<file path="src/common/mem_bus_pkg.sv">
/* Shared layout of the packed memory bus. Forward word from the top holds
   write data, strobes, valid and address. Return word has ready above the read data */

package mem_bus_pkg;

    // --------------------
    // Field widths
    // --------------------
    localparam int DATA_W = 32;
    localparam int STRB_W = 4;
    localparam int ADDR_W = 32;

    // Whole bus words
    localparam int FWD_W = DATA_W + STRB_W + 1 + ADDR_W;
    localparam int RET_W = 1 + DATA_W;

    // --------------------
    // Forward word fields
    // --------------------
    // Address sits at the bottom
    localparam int FWD_ADDR_LSB  = 0;
    localparam int FWD_VALID_BIT = FWD_ADDR_LSB + ADDR_W;
    localparam int FWD_WSTRB_LSB = FWD_VALID_BIT + 1;
    // Write data takes the top 32 bits
    localparam int FWD_WDATA_LSB = FWD_WSTRB_LSB + STRB_W;

    // Return word, read data in bits 31 to 0
    localparam int RET_READY_BIT = DATA_W;

    // --------------------
    // Address decode
    // --------------------
    // Select field is the top address byte
    localparam int SEL_W   = 8;
    localparam int SEL_LSB = ADDR_W - SEL_W;

    // Default target selects
    localparam logic [SEL_W-1:0] DEF_SRAM_BASE = 8'h00;
    localparam logic [SEL_W-1:0] DEF_BRAM_BASE = 8'h01;

endpackage

</file>
<file path="src/hdl/bus_return_mux.sv">
/* Merges target returns by OR, each target returns zero when idle.
   Unmapped accesses get ready with zero data and a bus_error pulse one edge later */
`timescale 1ns/1ps

module bus_return_mux #(
    parameter logic [mem_bus_pkg::SEL_W-1:0] SRAM_BASE = mem_bus_pkg::DEF_SRAM_BASE,
    parameter logic [mem_bus_pkg::SEL_W-1:0] BRAM_BASE = mem_bus_pkg::DEF_BRAM_BASE
) (
    input  logic                          clk,
    input  logic                          arst_n,
    input  logic [mem_bus_pkg::FWD_W-1:0] fwd,
    input  logic [mem_bus_pkg::RET_W-1:0] sram_ret,
    input  logic [mem_bus_pkg::RET_W-1:0] bram_ret,
    output logic [mem_bus_pkg::RET_W-1:0] ret,
    output logic                          bus_error
);

    logic                          valid;
    logic [mem_bus_pkg::SEL_W-1:0] sel;
    logic                          unmapped;
    logic                          err_q;
    logic [mem_bus_pkg::RET_W-1:0] err_ret;

    // --------------------
    // Stray access detect
    // --------------------
    assign valid = fwd[mem_bus_pkg::FWD_VALID_BIT];
    assign sel   = fwd[mem_bus_pkg::FWD_ADDR_LSB + mem_bus_pkg::SEL_LSB +: mem_bus_pkg::SEL_W];

    assign unmapped = valid && (sel != SRAM_BASE) && (sel != BRAM_BASE);

    // One pulse per request, the held word is not answered twice
    always_ff @(posedge clk or negedge arst_n) begin
        if (!arst_n) begin
            err_q <= 1'b0;
        end else begin
            err_q <= unmapped && !err_q;
        end
    end

    assign bus_error = err_q;

    // Ready only, read data stays zero
    always_comb begin
        err_ret = '0;
        err_ret[mem_bus_pkg::RET_READY_BIT] = err_q;
    end

    // --------------------
    // Merge
    // --------------------
    assign ret = sram_ret | bram_ret | err_ret;

    // Decode keeps targets exclusive, so OR never mixes two answers
    a_one_ready: assert property (@(posedge clk) disable iff (!arst_n)
        !(sram_ret[mem_bus_pkg::RET_READY_BIT] && bram_ret[mem_bus_pkg::RET_READY_BIT]));

endmodule

</file>
<file path="config.mk">
export PLATFORM = sky130hd
export DESIGN_NAME = bus_return_mux
export DESIGN_NICKNAME = d
export VERILOG_FILES = /design/src/common/mem_bus_pkg.sv /design/src/hdl/bus_return_mux.sv
export SDC_FILE = /design/constraint.sdc
export NUM_CORES = 1
export LEC_CHECK = 0
export ABC_AREA = 1
export BUFFER_PORTS_ARGS = -buffer_cell sky130_fd_sc_hd__buf_2
export CAP_MARGIN = 5
export CELL_PAD_IN_SITES_DETAIL_PLACEMENT = 0
export CELL_PAD_IN_SITES_GLOBAL_PLACEMENT = 2
export CORE_AREA = 5 5 63 65
export CTS_BUF_LIST = sky130_fd_sc_hd__clkbuf_4
export DETAILED_ROUTE_END_ITERATION = 10
export DIE_AREA = 0 0 68 70
export HOLD_SLACK_MARGIN = 0.02
export PLACE_DENSITY_LB_ADDON = 0.08
export RECOVER_POWER = 50
export SKIP_CTS_REPAIR_TIMING = 1
export SLEW_MARGIN = 20
export SYNTH_ARGS = -nofsm -noshare
export SYNTH_HDL_FRONTEND = slang
export SYNTH_SLANG_ARGS = --single-unit
</file>
<file path="constraint.sdc">
create_clock -name clk -period 1.2 [get_ports clk]
set_clock_uncertainty 0.1 [all_clocks]
set_input_delay 0.24 -clock clk [delete_from_list [all_inputs] [get_ports clk]]
set_output_delay 0.24 -clock clk [all_outputs]
set_load 0.1 [all_outputs]
</file>
==> results of run 1 <==
## worst min-delay path: stages
cell and delay (ns):
sky130_fd_sc_hd__buf_2 0.10, sky130_fd_sc_hd__nand2_1 0.06, sky130_fd_sc_hd__nor2_1 0.04
## routing by layer
metal,vias up,wire length (um)
li1,355,-
met1,247,979
met2,79,891
met3,0,564
met4,0,0
met5,-,0
## kinds of logic after synthesis
logic type / share of synthesized area [%]
and+or+nand+nor: 87.96
buffers and inverters: 2.779
DFF: 9.258
## final timing paths
check	from	to	slack, ns
hold / removal	fwd[32]	bus_error$_DFF_PN0_	0.38
setup / recovery	bram_ret[6]	ret[6]	0.007
max in group asynchronous	arst_n	bus_error$_DFF_PN0_	0.45
setup reg to reg	bus_error$_DFF_PN0_	bus_error$_DFF_PN0_	0.34
hold reg to reg	bus_error$_DFF_PN0_	bus_error$_DFF_PN0_	0.49
min in group asynchronous	arst_n	bus_error$_DFF_PN0_	0.46
## power by group through the flow
stage	clock network, mW	registers [mW]	logic [mW]
finish	0	0.0408	0.770
global route	0	0.0414	0.802
CTS	0	0.0422	0.709
detailed placement	0	0.0422	0.707
global placement	0	0.0422	0.706
floorplan	0	0.0588	0.502
## cells in the final DEF, fill, tap and decap left out
cell type                       count
sky130_fd_sc_hd__inv_4              1
sky130_fd_sc_hd__buf_6             22
sky130_fd_sc_hd__nand2_1            3
sky130_fd_sc_hd__buf_12             1
sky130_fd_sc_hd__clkbuf_2           1
sky130_fd_sc_hd__nand2_8            1
sky130_fd_sc_hd__dfrtp_4            1
sky130_fd_sc_hd__nor2_1             6
sky130_fd_sc_hd__buf_4             11
sky130_fd_sc_hd__buf_2             75
sky130_fd_sc_hd__or2_2             32
sky130_fd_sc_hd__inv_1              1
sky130_fd_sc_hd__dlygate4sd3_1      1
## cells in the mapped netlist
cell type | count | area (sq um)
sky130_fd_sc_hd__or2_2 | 32 | 200.2
sky130_fd_sc_hd__nor2_1 | 6 | 22.52
sky130_fd_sc_hd__nand2_1 | 4 | 15.01
sky130_fd_sc_hd__inv_1 | 2 | 7.510
sky130_fd_sc_hd__dfrtp_1 | 1 | 25.02
## per-stage QoR
stage,worst slack [ns],cells
2_1_floorplan,-0.006163,45
3_3_place_gp,-0.05311,201
3_5_place_dp,-0.05466,201
4_1_cts,-0.05708,201
5_1_grt,-0.01283,202
6_report,0.006635,202
## area by class of cell
class / count / area, sq um / share of cell area, %
Timing Repair Buffer: 111 / 740.7 / 67.89
Inverter: 2 / 10.01 / 0.9174
Multi-Input combinational cell: 42 / 254.0 / 23.28
Tap cell: 46 / 57.56 / 5.275
Sequential cell: 1 / 28.78 / 2.638
==> run metrics, run 1 <==
net switching power=0.5378 mW; via count of the first global-routing pass=just under 700; critical path buffer and inverter count=2; cell row count=21; upper clock frequency limit=~840 MHz; result of the run=completed; antenna cell count=0; initial core utilization=8.229%; path type of the worst min-delay path=in2reg; Synth Cell Area=270.3 sq um; detailed placer's ending HPWL=about 2300 um; crit path capture type=output pin; number of nets in the synthesized netlist=about 180; flip-flop count of the largest register, all copies and words added=1; power per cell area=743.2 nW/um^2; worst-margin pin slew=approximately 0.28 ns; worst-case headroom to the max-slew limit=81.34%; arrival time at the worst endpoint=0.85 ns; global route hottest layer=met1; Vias/cell=3.371; cell area after placement=933.4 sq um; wire length of the first global-routing pass=3118 um; Post-Syn Area per Cell=6.006 sq um; clock insertion delay at the later pin of the skew report=0 ns; Pwr Total=0.8109 mW; last weighted congestion value of the routability-driven placer=0.6800; GR met3 Demand/Resource=4.968%; switch share=66.32%; static leakage power=0.6117 nW; fraction of met1 tracks used by global routing=12.32%; Internal Dissipation=0.2731 mW; chain of cells forming the critical path=buf_2 -> or2_2 -> buf_4; Area Growth Syn to Fin=303.7%; clock-pin slew reported for the worst setup and hold paths after clock tree synthesis=0 ns; worst path required time=0.86 ns; setup violators final=0; die boundary height=70 um; clock group share of total power=0%; number of endpoints with negative hold slack in the final report=0; depth of the worst register-to-register path=3; remaining number of nets flagged by the antenna check after routing=0; combinational share of power=95.0%; Worst path depth=3; stage delay of the slowest cell on the critical path=0.28 ns; max-capacitance violation count=0; unique cell type count in the Yosys netlist=5; worst hold stages=3; final net count=between 200 and 300; die span in x=between 60 and 70 um; remaining design rule violation count=0; GR Layer Usage met2=11.03%; number of DRC markers in iteration 0=2; layout cell share with drive strength beyond 1=92.95%; total routing resource utilization after global routing=8.381%; final non-filler cell area=1091 sq um; die area=between 4000 and 5000 sq um; final-layout fill cell count=~350; flops & latches, synth=1; max-slew violations=0; Crit Path Category=in2out; cell type group with the largest total delay on the critical path=buffers and inverters; portion of total power attributed to sequential cells=5.0%; Max VDD drop=301.2 uV; cell with the largest stage delay on the worst path=sky130_fd_sc_hd__or2_2; area of the core=3284 sq um; remaining global-route overflow=0; biggest fanout along the worst timing path=1; via count=681; accumulated negative setup slack=0 ns; Min Clock Period, post-route=1.193 ns; number of primary I/O pins=171; fin util=33.22%; warning count from the yosys run=0; number of antenna violations at the first check in global routing=0; first-pass iteration count of the detailed router=2; maximum number of pins on one net before global-route repair=3; total length of routed wires=approximately 2400 um; nature of the critical path startpoint=primary input; number of cells produced by synthesis=45; count of input and output buffers=109; average routed wire per standard cell=between 10 and 15 um; WHS=0.3768 ns; post-route clock period utilization=99.45%; fraction of the yosys area taken by sequential cells=9.259%
Note: power is estimated with default switching activity, not from simulation.
==> inputs of run 2 (changes only) <==
- CELL_PAD_IN_SITES_DETAIL_PLACEMENT: 0 -> not set
- CELL_PAD_IN_SITES_GLOBAL_PLACEMENT: 2 -> not set
- CORE_AREA: 5 5 63 65 -> 5 5 62 64
- DIE_AREA: 0 0 68 70 -> 0 0 67 69
==> run 2 against run 1 <==
Compared with the run above:
- combinational power up 0.6%
- wire length up 8.0%
- sequential share of layout area about the same
- critical endpoint is now ret[29]
==> run metrics, run 2 (same netlist as run 1, synthesis figures left out) <==
worst path required time=0.86 ns; max-capacitance violation count=0; max-slew violations=0; Area Growth Syn to Fin=307.4%; critical path buffer and inverter count=2; biggest fanout along the worst timing path=1; Min Clock Period, post-route=1.195 ns; Pwr Total=slightly above 0.8 mW; post-route clock period utilization=99.56%; detailed placer's ending HPWL=2415 um; number of DRC markers in iteration 0=2; number of endpoints with negative hold slack in the final report=0; Internal Dissipation=0.2763 mW; path type of the worst min-delay path=in2reg; most common library cell in the layout ignoring fill and taps=sky130_fd_sc_hd__buf_2; setup violators final=0; worst-case headroom to the max-slew limit=81.26%; final non-filler cell area=1101 sq um; cell type group with the largest total delay on the critical path=buffers and inverters; clock-pin slew reported for the worst setup and hold paths after clock tree synthesis=0 ns; arrival time at the worst endpoint=~0.85 ns; remaining design rule violation count=0; remaining number of nets flagged by the antenna check after routing=0; upper clock frequency limit=about 840 MHz; flip-flop count of the largest register, all copies and words added=1; cell area after placement=a little over 900 sq um; chain of cells forming the critical path=buf_2 -> or2_2 -> buf_4; Crit Path Category=in2out; net switching power=0.5399 mW; worst-margin pin slew=between 0.2 and 0.3 ns; average routed wire per standard cell=roughly 13 um; Vias/cell=roughly 3.5; wire length of the first global-routing pass=3594 um; antenna cell count=0; last weighted congestion value of the routability-driven placer=0.7478; total routing resource utilization after global routing=9.977%; switch share=66.15%; cell row count=21; static leakage power=0.6135 nW; first-pass iteration count of the detailed router=2; clock insertion delay at the later pin of the skew report=0 ns; portion of total power attributed to sequential cells=5.0%; cell with the largest stage delay on the worst path=sky130_fd_sc_hd__or2_2; combinational share of power=a little over nine tenths; die boundary height=69 um; maximum number of pins on one net before global-route repair=3; Max VDD drop=296.7 uV; total length of routed wires=around 2600 um; result of the run=completed; nature of the critical path startpoint=primary input; count of input and output buffers=109; initial core utilization=8.362%; stage delay of the slowest cell on the critical path=between 0.2 and 0.3 ns; number of primary I/O pins=171; crit path capture type=output pin; via count of the first global-routing pass=760; area of the core=3232 sq um; clock group share of total power=0%; number of antenna violations at the first check in global routing=0; die area=4623 sq um; die span in x=67 um; final-layout fill cell count=~360; layout cell share with drive strength beyond 1=around 92%; final net count=295; power per cell area=roughly 740 nW/um^2; via count=between 600 and 700; commonest cells after routing, fill and taps aside=sky130_fd_sc_hd__buf_2 (74), sky130_fd_sc_hd__or2_2 (32), sky130_fd_sc_hd__buf_6 (25), sky130_fd_sc_hd__buf_4 (8), sky130_fd_sc_hd__nor2_1 (6); remaining global-route overflow=0
[run 2: layer usage]
metal	vias to the layer above	GRT usage [%]	part of all wire, %
li1	355	-	-
met1	264	14.84	42
met2	79	13.86	36
met3	0	4.545	22
met4	0	0	0
met5	-	0	0
[run 2: worst paths after layout]
check | startpoint | endpoint | slack [ns] | cells past startpoint
setup / recovery | bram_ret[29] | ret[29] | 0.005 | 3
hold / removal | fwd[32] | bus_error$_DFF_PN0_ | 0.37 | 3
setup reg to reg | bus_error$_DFF_PN0_ | bus_error$_DFF_PN0_ | 0.33 | 3
hold reg to reg | bus_error$_DFF_PN0_ | bus_error$_DFF_PN0_ | 0.49 | 3
max in group asynchronous | arst_n | bus_error$_DFF_PN0_ | 0.42 | 2
min in group asynchronous | arst_n | bus_error$_DFF_PN0_ | 0.46 | 2
[run 2: worst register-to-register path: stages (launching register included)]
cell and delay, ns:
sky130_fd_sc_hd__dfrtp_4 0.47, sky130_fd_sc_hd__inv_4 0.09, sky130_fd_sc_hd__nand2_1 0.05, sky130_fd_sc_hd__nor2_1 0.09
[run 2: stage by stage]
stage          hold slack (ns)  cells  setup WS (ns)  util [%]   TNS (ns)
6_report                0.3704    202       0.005268     34.07          0
3_5_place_dp          -0.08074    201       -0.06359     28.88     -1.462
4_1_cts               -0.08050    201       -0.06359     28.88     -1.496
5_1_grt                 0.4082    202      -0.003365     34.07  -0.004404
2_1_floorplan          -0.1556     45      -0.006163         -  -0.006163
3_3_place_gp          -0.08327    201       -0.05669     28.88     -1.384
[run 2: power groups by stage]
| stage | registers (mW) | logic, mW | clock network, mW |
|---|---|---|---|
| finish | 0.0410 | 0.775 | 0 |
| global route | 0.0417 | 0.808 | 0 |
| detailed placement | 0.0424 | 0.708 | 0 |
| floorplan | 0.0588 | 0.502 | 0 |
| CTS | 0.0424 | 0.710 | 0 |
| global placement | 0.0421 | 0.706 | 0 |
[run 2: area by class of cell]
cell class / count / area, sq um / share of cell area [%]
Sequential cell: 1 / 28.78 / 2.614
Multi-Input combinational cell: 42 / 254.0 / 23.07
Timing Repair Buffer: 111 / 750.7 / 68.18
Inverter: 2 / 10.01 / 0.9091
Tap cell: 46 / 57.56 / 5.227
==> inputs of run 3 (changes only) <==
- PLACE_DENSITY: not set -> 0.66
- PLACE_DENSITY_LB_ADDON: 0.08 -> not set
==> run 3 against run 2 <==
Compared with the run above:
- the run now ends with negative setup slack left
- largest power group unchanged
- wire length fell by 19%
- critical path depth did not move
- combinational power fell by 0.8%
- first-iteration DRC count decreased by 100%
- cell count did not move
- total power down 0.80%
- global-route usage fell by 2.9 points
- via count is 3.0% higher
==> run metrics, run 3 (same netlist as run 1, synthesis figures left out) <==
last weighted congestion value of the routability-driven placer=around 0.64; total length of routed wires=2131 um; remaining number of nets flagged by the antenna check after routing=0; number of DRC markers in iteration 0=0; result of the run=finished, violations left; antenna cell count=0; Area Growth Syn to Fin=306.0%; terminus of the critical flop-to-flop path=bus_error$_DFF_PN0_; power per cell area=~740 nW/um^2; static leakage power=0.6140 nW; maximum number of pins on one net before global-route repair=3; initial core utilization=roughly 8.4%; post-route clock period utilization=100.2%; WHS=0.3670 ns; final net count=295; cell area after placement=933.4 sq um; setup violators final=1; path type of the worst min-delay path=in2reg; commonest cells after routing, fill and taps aside=sky130_fd_sc_hd__buf_2 (75), sky130_fd_sc_hd__or2_2 (32), sky130_fd_sc_hd__buf_6 (23), sky130_fd_sc_hd__buf_4 (11), sky130_fd_sc_hd__nor2_1 (6); Vias/cell=3.559; max-slew violations=0; flip-flop count of the largest register, all copies and words added=1; final worst setup slack=-0.002201 ns; average routed wire per standard cell=around 11 um; Max VDD drop=276.1 uV; cell row count=21; wire length of the first global-routing pass=between 2000 and 3000 um; clock-pin slew reported for the worst setup and hold paths after clock tree synthesis=0 ns; most common library cell in the layout ignoring fill and taps=sky130_fd_sc_hd__buf_2; launch point of the worst path=bram_ret[18]; die area=4623 sq um; worst-case headroom to the max-slew limit=around four fifths; final-layout fill cell count=348; arrival time at the worst endpoint=between 0.8 and 0.9 ns; Crit Path Category=in2out; biggest fanout along the worst timing path=1; number of endpoints with negative hold slack in the final report=0; Min Clock Period, post-route=1.202 ns; depth of the worst register-to-register path=3; number of primary I/O pins=171; nature of the critical path startpoint=primary input; endpoint of the most critical setup path=ret[18]; Pwr Total=0.8096 mW; violations in the final reports=negative setup slack; max-capacitance violation count=0; final non-filler cell area=between 1000 and 1500 sq um; die boundary height=69 um; via count=719; startpoint of the lowest-slack register-to-register path=bus_error$_DFF_PN0_; number of antenna violations at the first check in global routing=0; total routing resource utilization after global routing=slightly above 7%; crit path capture type=output pin; worst path required time=roughly 0.86 ns; upper clock frequency limit=approximately 830 MHz; # placed instances=201; via count of the first global-routing pass=655; accumulated negative setup slack=-0.002201 ns; remaining global-route overflow=0; remaining design rule violation count=0; detailed placer's ending HPWL=1913 um; clock insertion delay at the later pin of the skew report=0 ns; area of the core=3232 sq um; count of input and output buffers=109; die span in x=roughly 67 um; worst-margin pin slew=between 0.2 and 0.3 ns; first-pass iteration count of the detailed router=1; setup slack of the worst register-to-register path=0.33 ns; count of non-filler cells in the finished layout=between 200 and 250; layout cell share with drive strength beyond 1=92.95%
run 3: final cells by class:
class	count	area, sq um	share of cell area (%)
Inverter	2	10.01	0.9122
Tap cell	46	57.56	5.245
Multi-Input combinational cell	42	254.0	23.15
Sequential cell	1	28.78	2.623
Timing Repair Buffer	111	747.0	68.07
run 3: power breakdown:
group          switching, mW  internal (mW)  total, mW
Clock                      0              0          0
Sequential           0.00236         0.0384     0.0407
Combinational          0.532          0.237      0.769
run 3: critical path, stage by stage:
cell	delay, ns
sky130_fd_sc_hd__buf_2	0.10
sky130_fd_sc_hd__or2_2	0.29
sky130_fd_sc_hd__buf_4	0.24
run 3: metrics by stage:
step / worst slack (ns) / utilization, %
after floorplan: -0.006163 / -
after global placement: -0.06453 / 28.88
after detailed placement: -0.06559 / 28.88
after CTS: -0.06559 / 28.88
after global routing: -0.01335 / 33.95
final: -0.002201 / 33.95
run 3: worst min path at each step:
stage / endpoint / slack [ns] / cells after the start / startpoint
CTS: bus_error$_DFF_PN0_ / -0.08 / 1 / arst_n
global route: bus_error$_DFF_PN0_ / 0.39 / 3 / fwd[32]
detailed placement: bus_error$_DFF_PN0_ / -0.08 / 1 / arst_n
finish: bus_error$_DFF_PN0_ / 0.37 / 3 / fwd[32]
global placement: bus_error$_DFF_PN0_ / -0.08 / 1 / arst_n
floorplan: bus_error$_DFF_PN0_ / -0.16 / 0 / arst_n
run 3: routing by layer:
layer,GRT usage (%),vias up,wire [um]
li1,-,356,-
met3,2.597,0,456
met2,11.03,79,867
met5,0,-,0
met1,9.806,284,807
met4,0,0,0
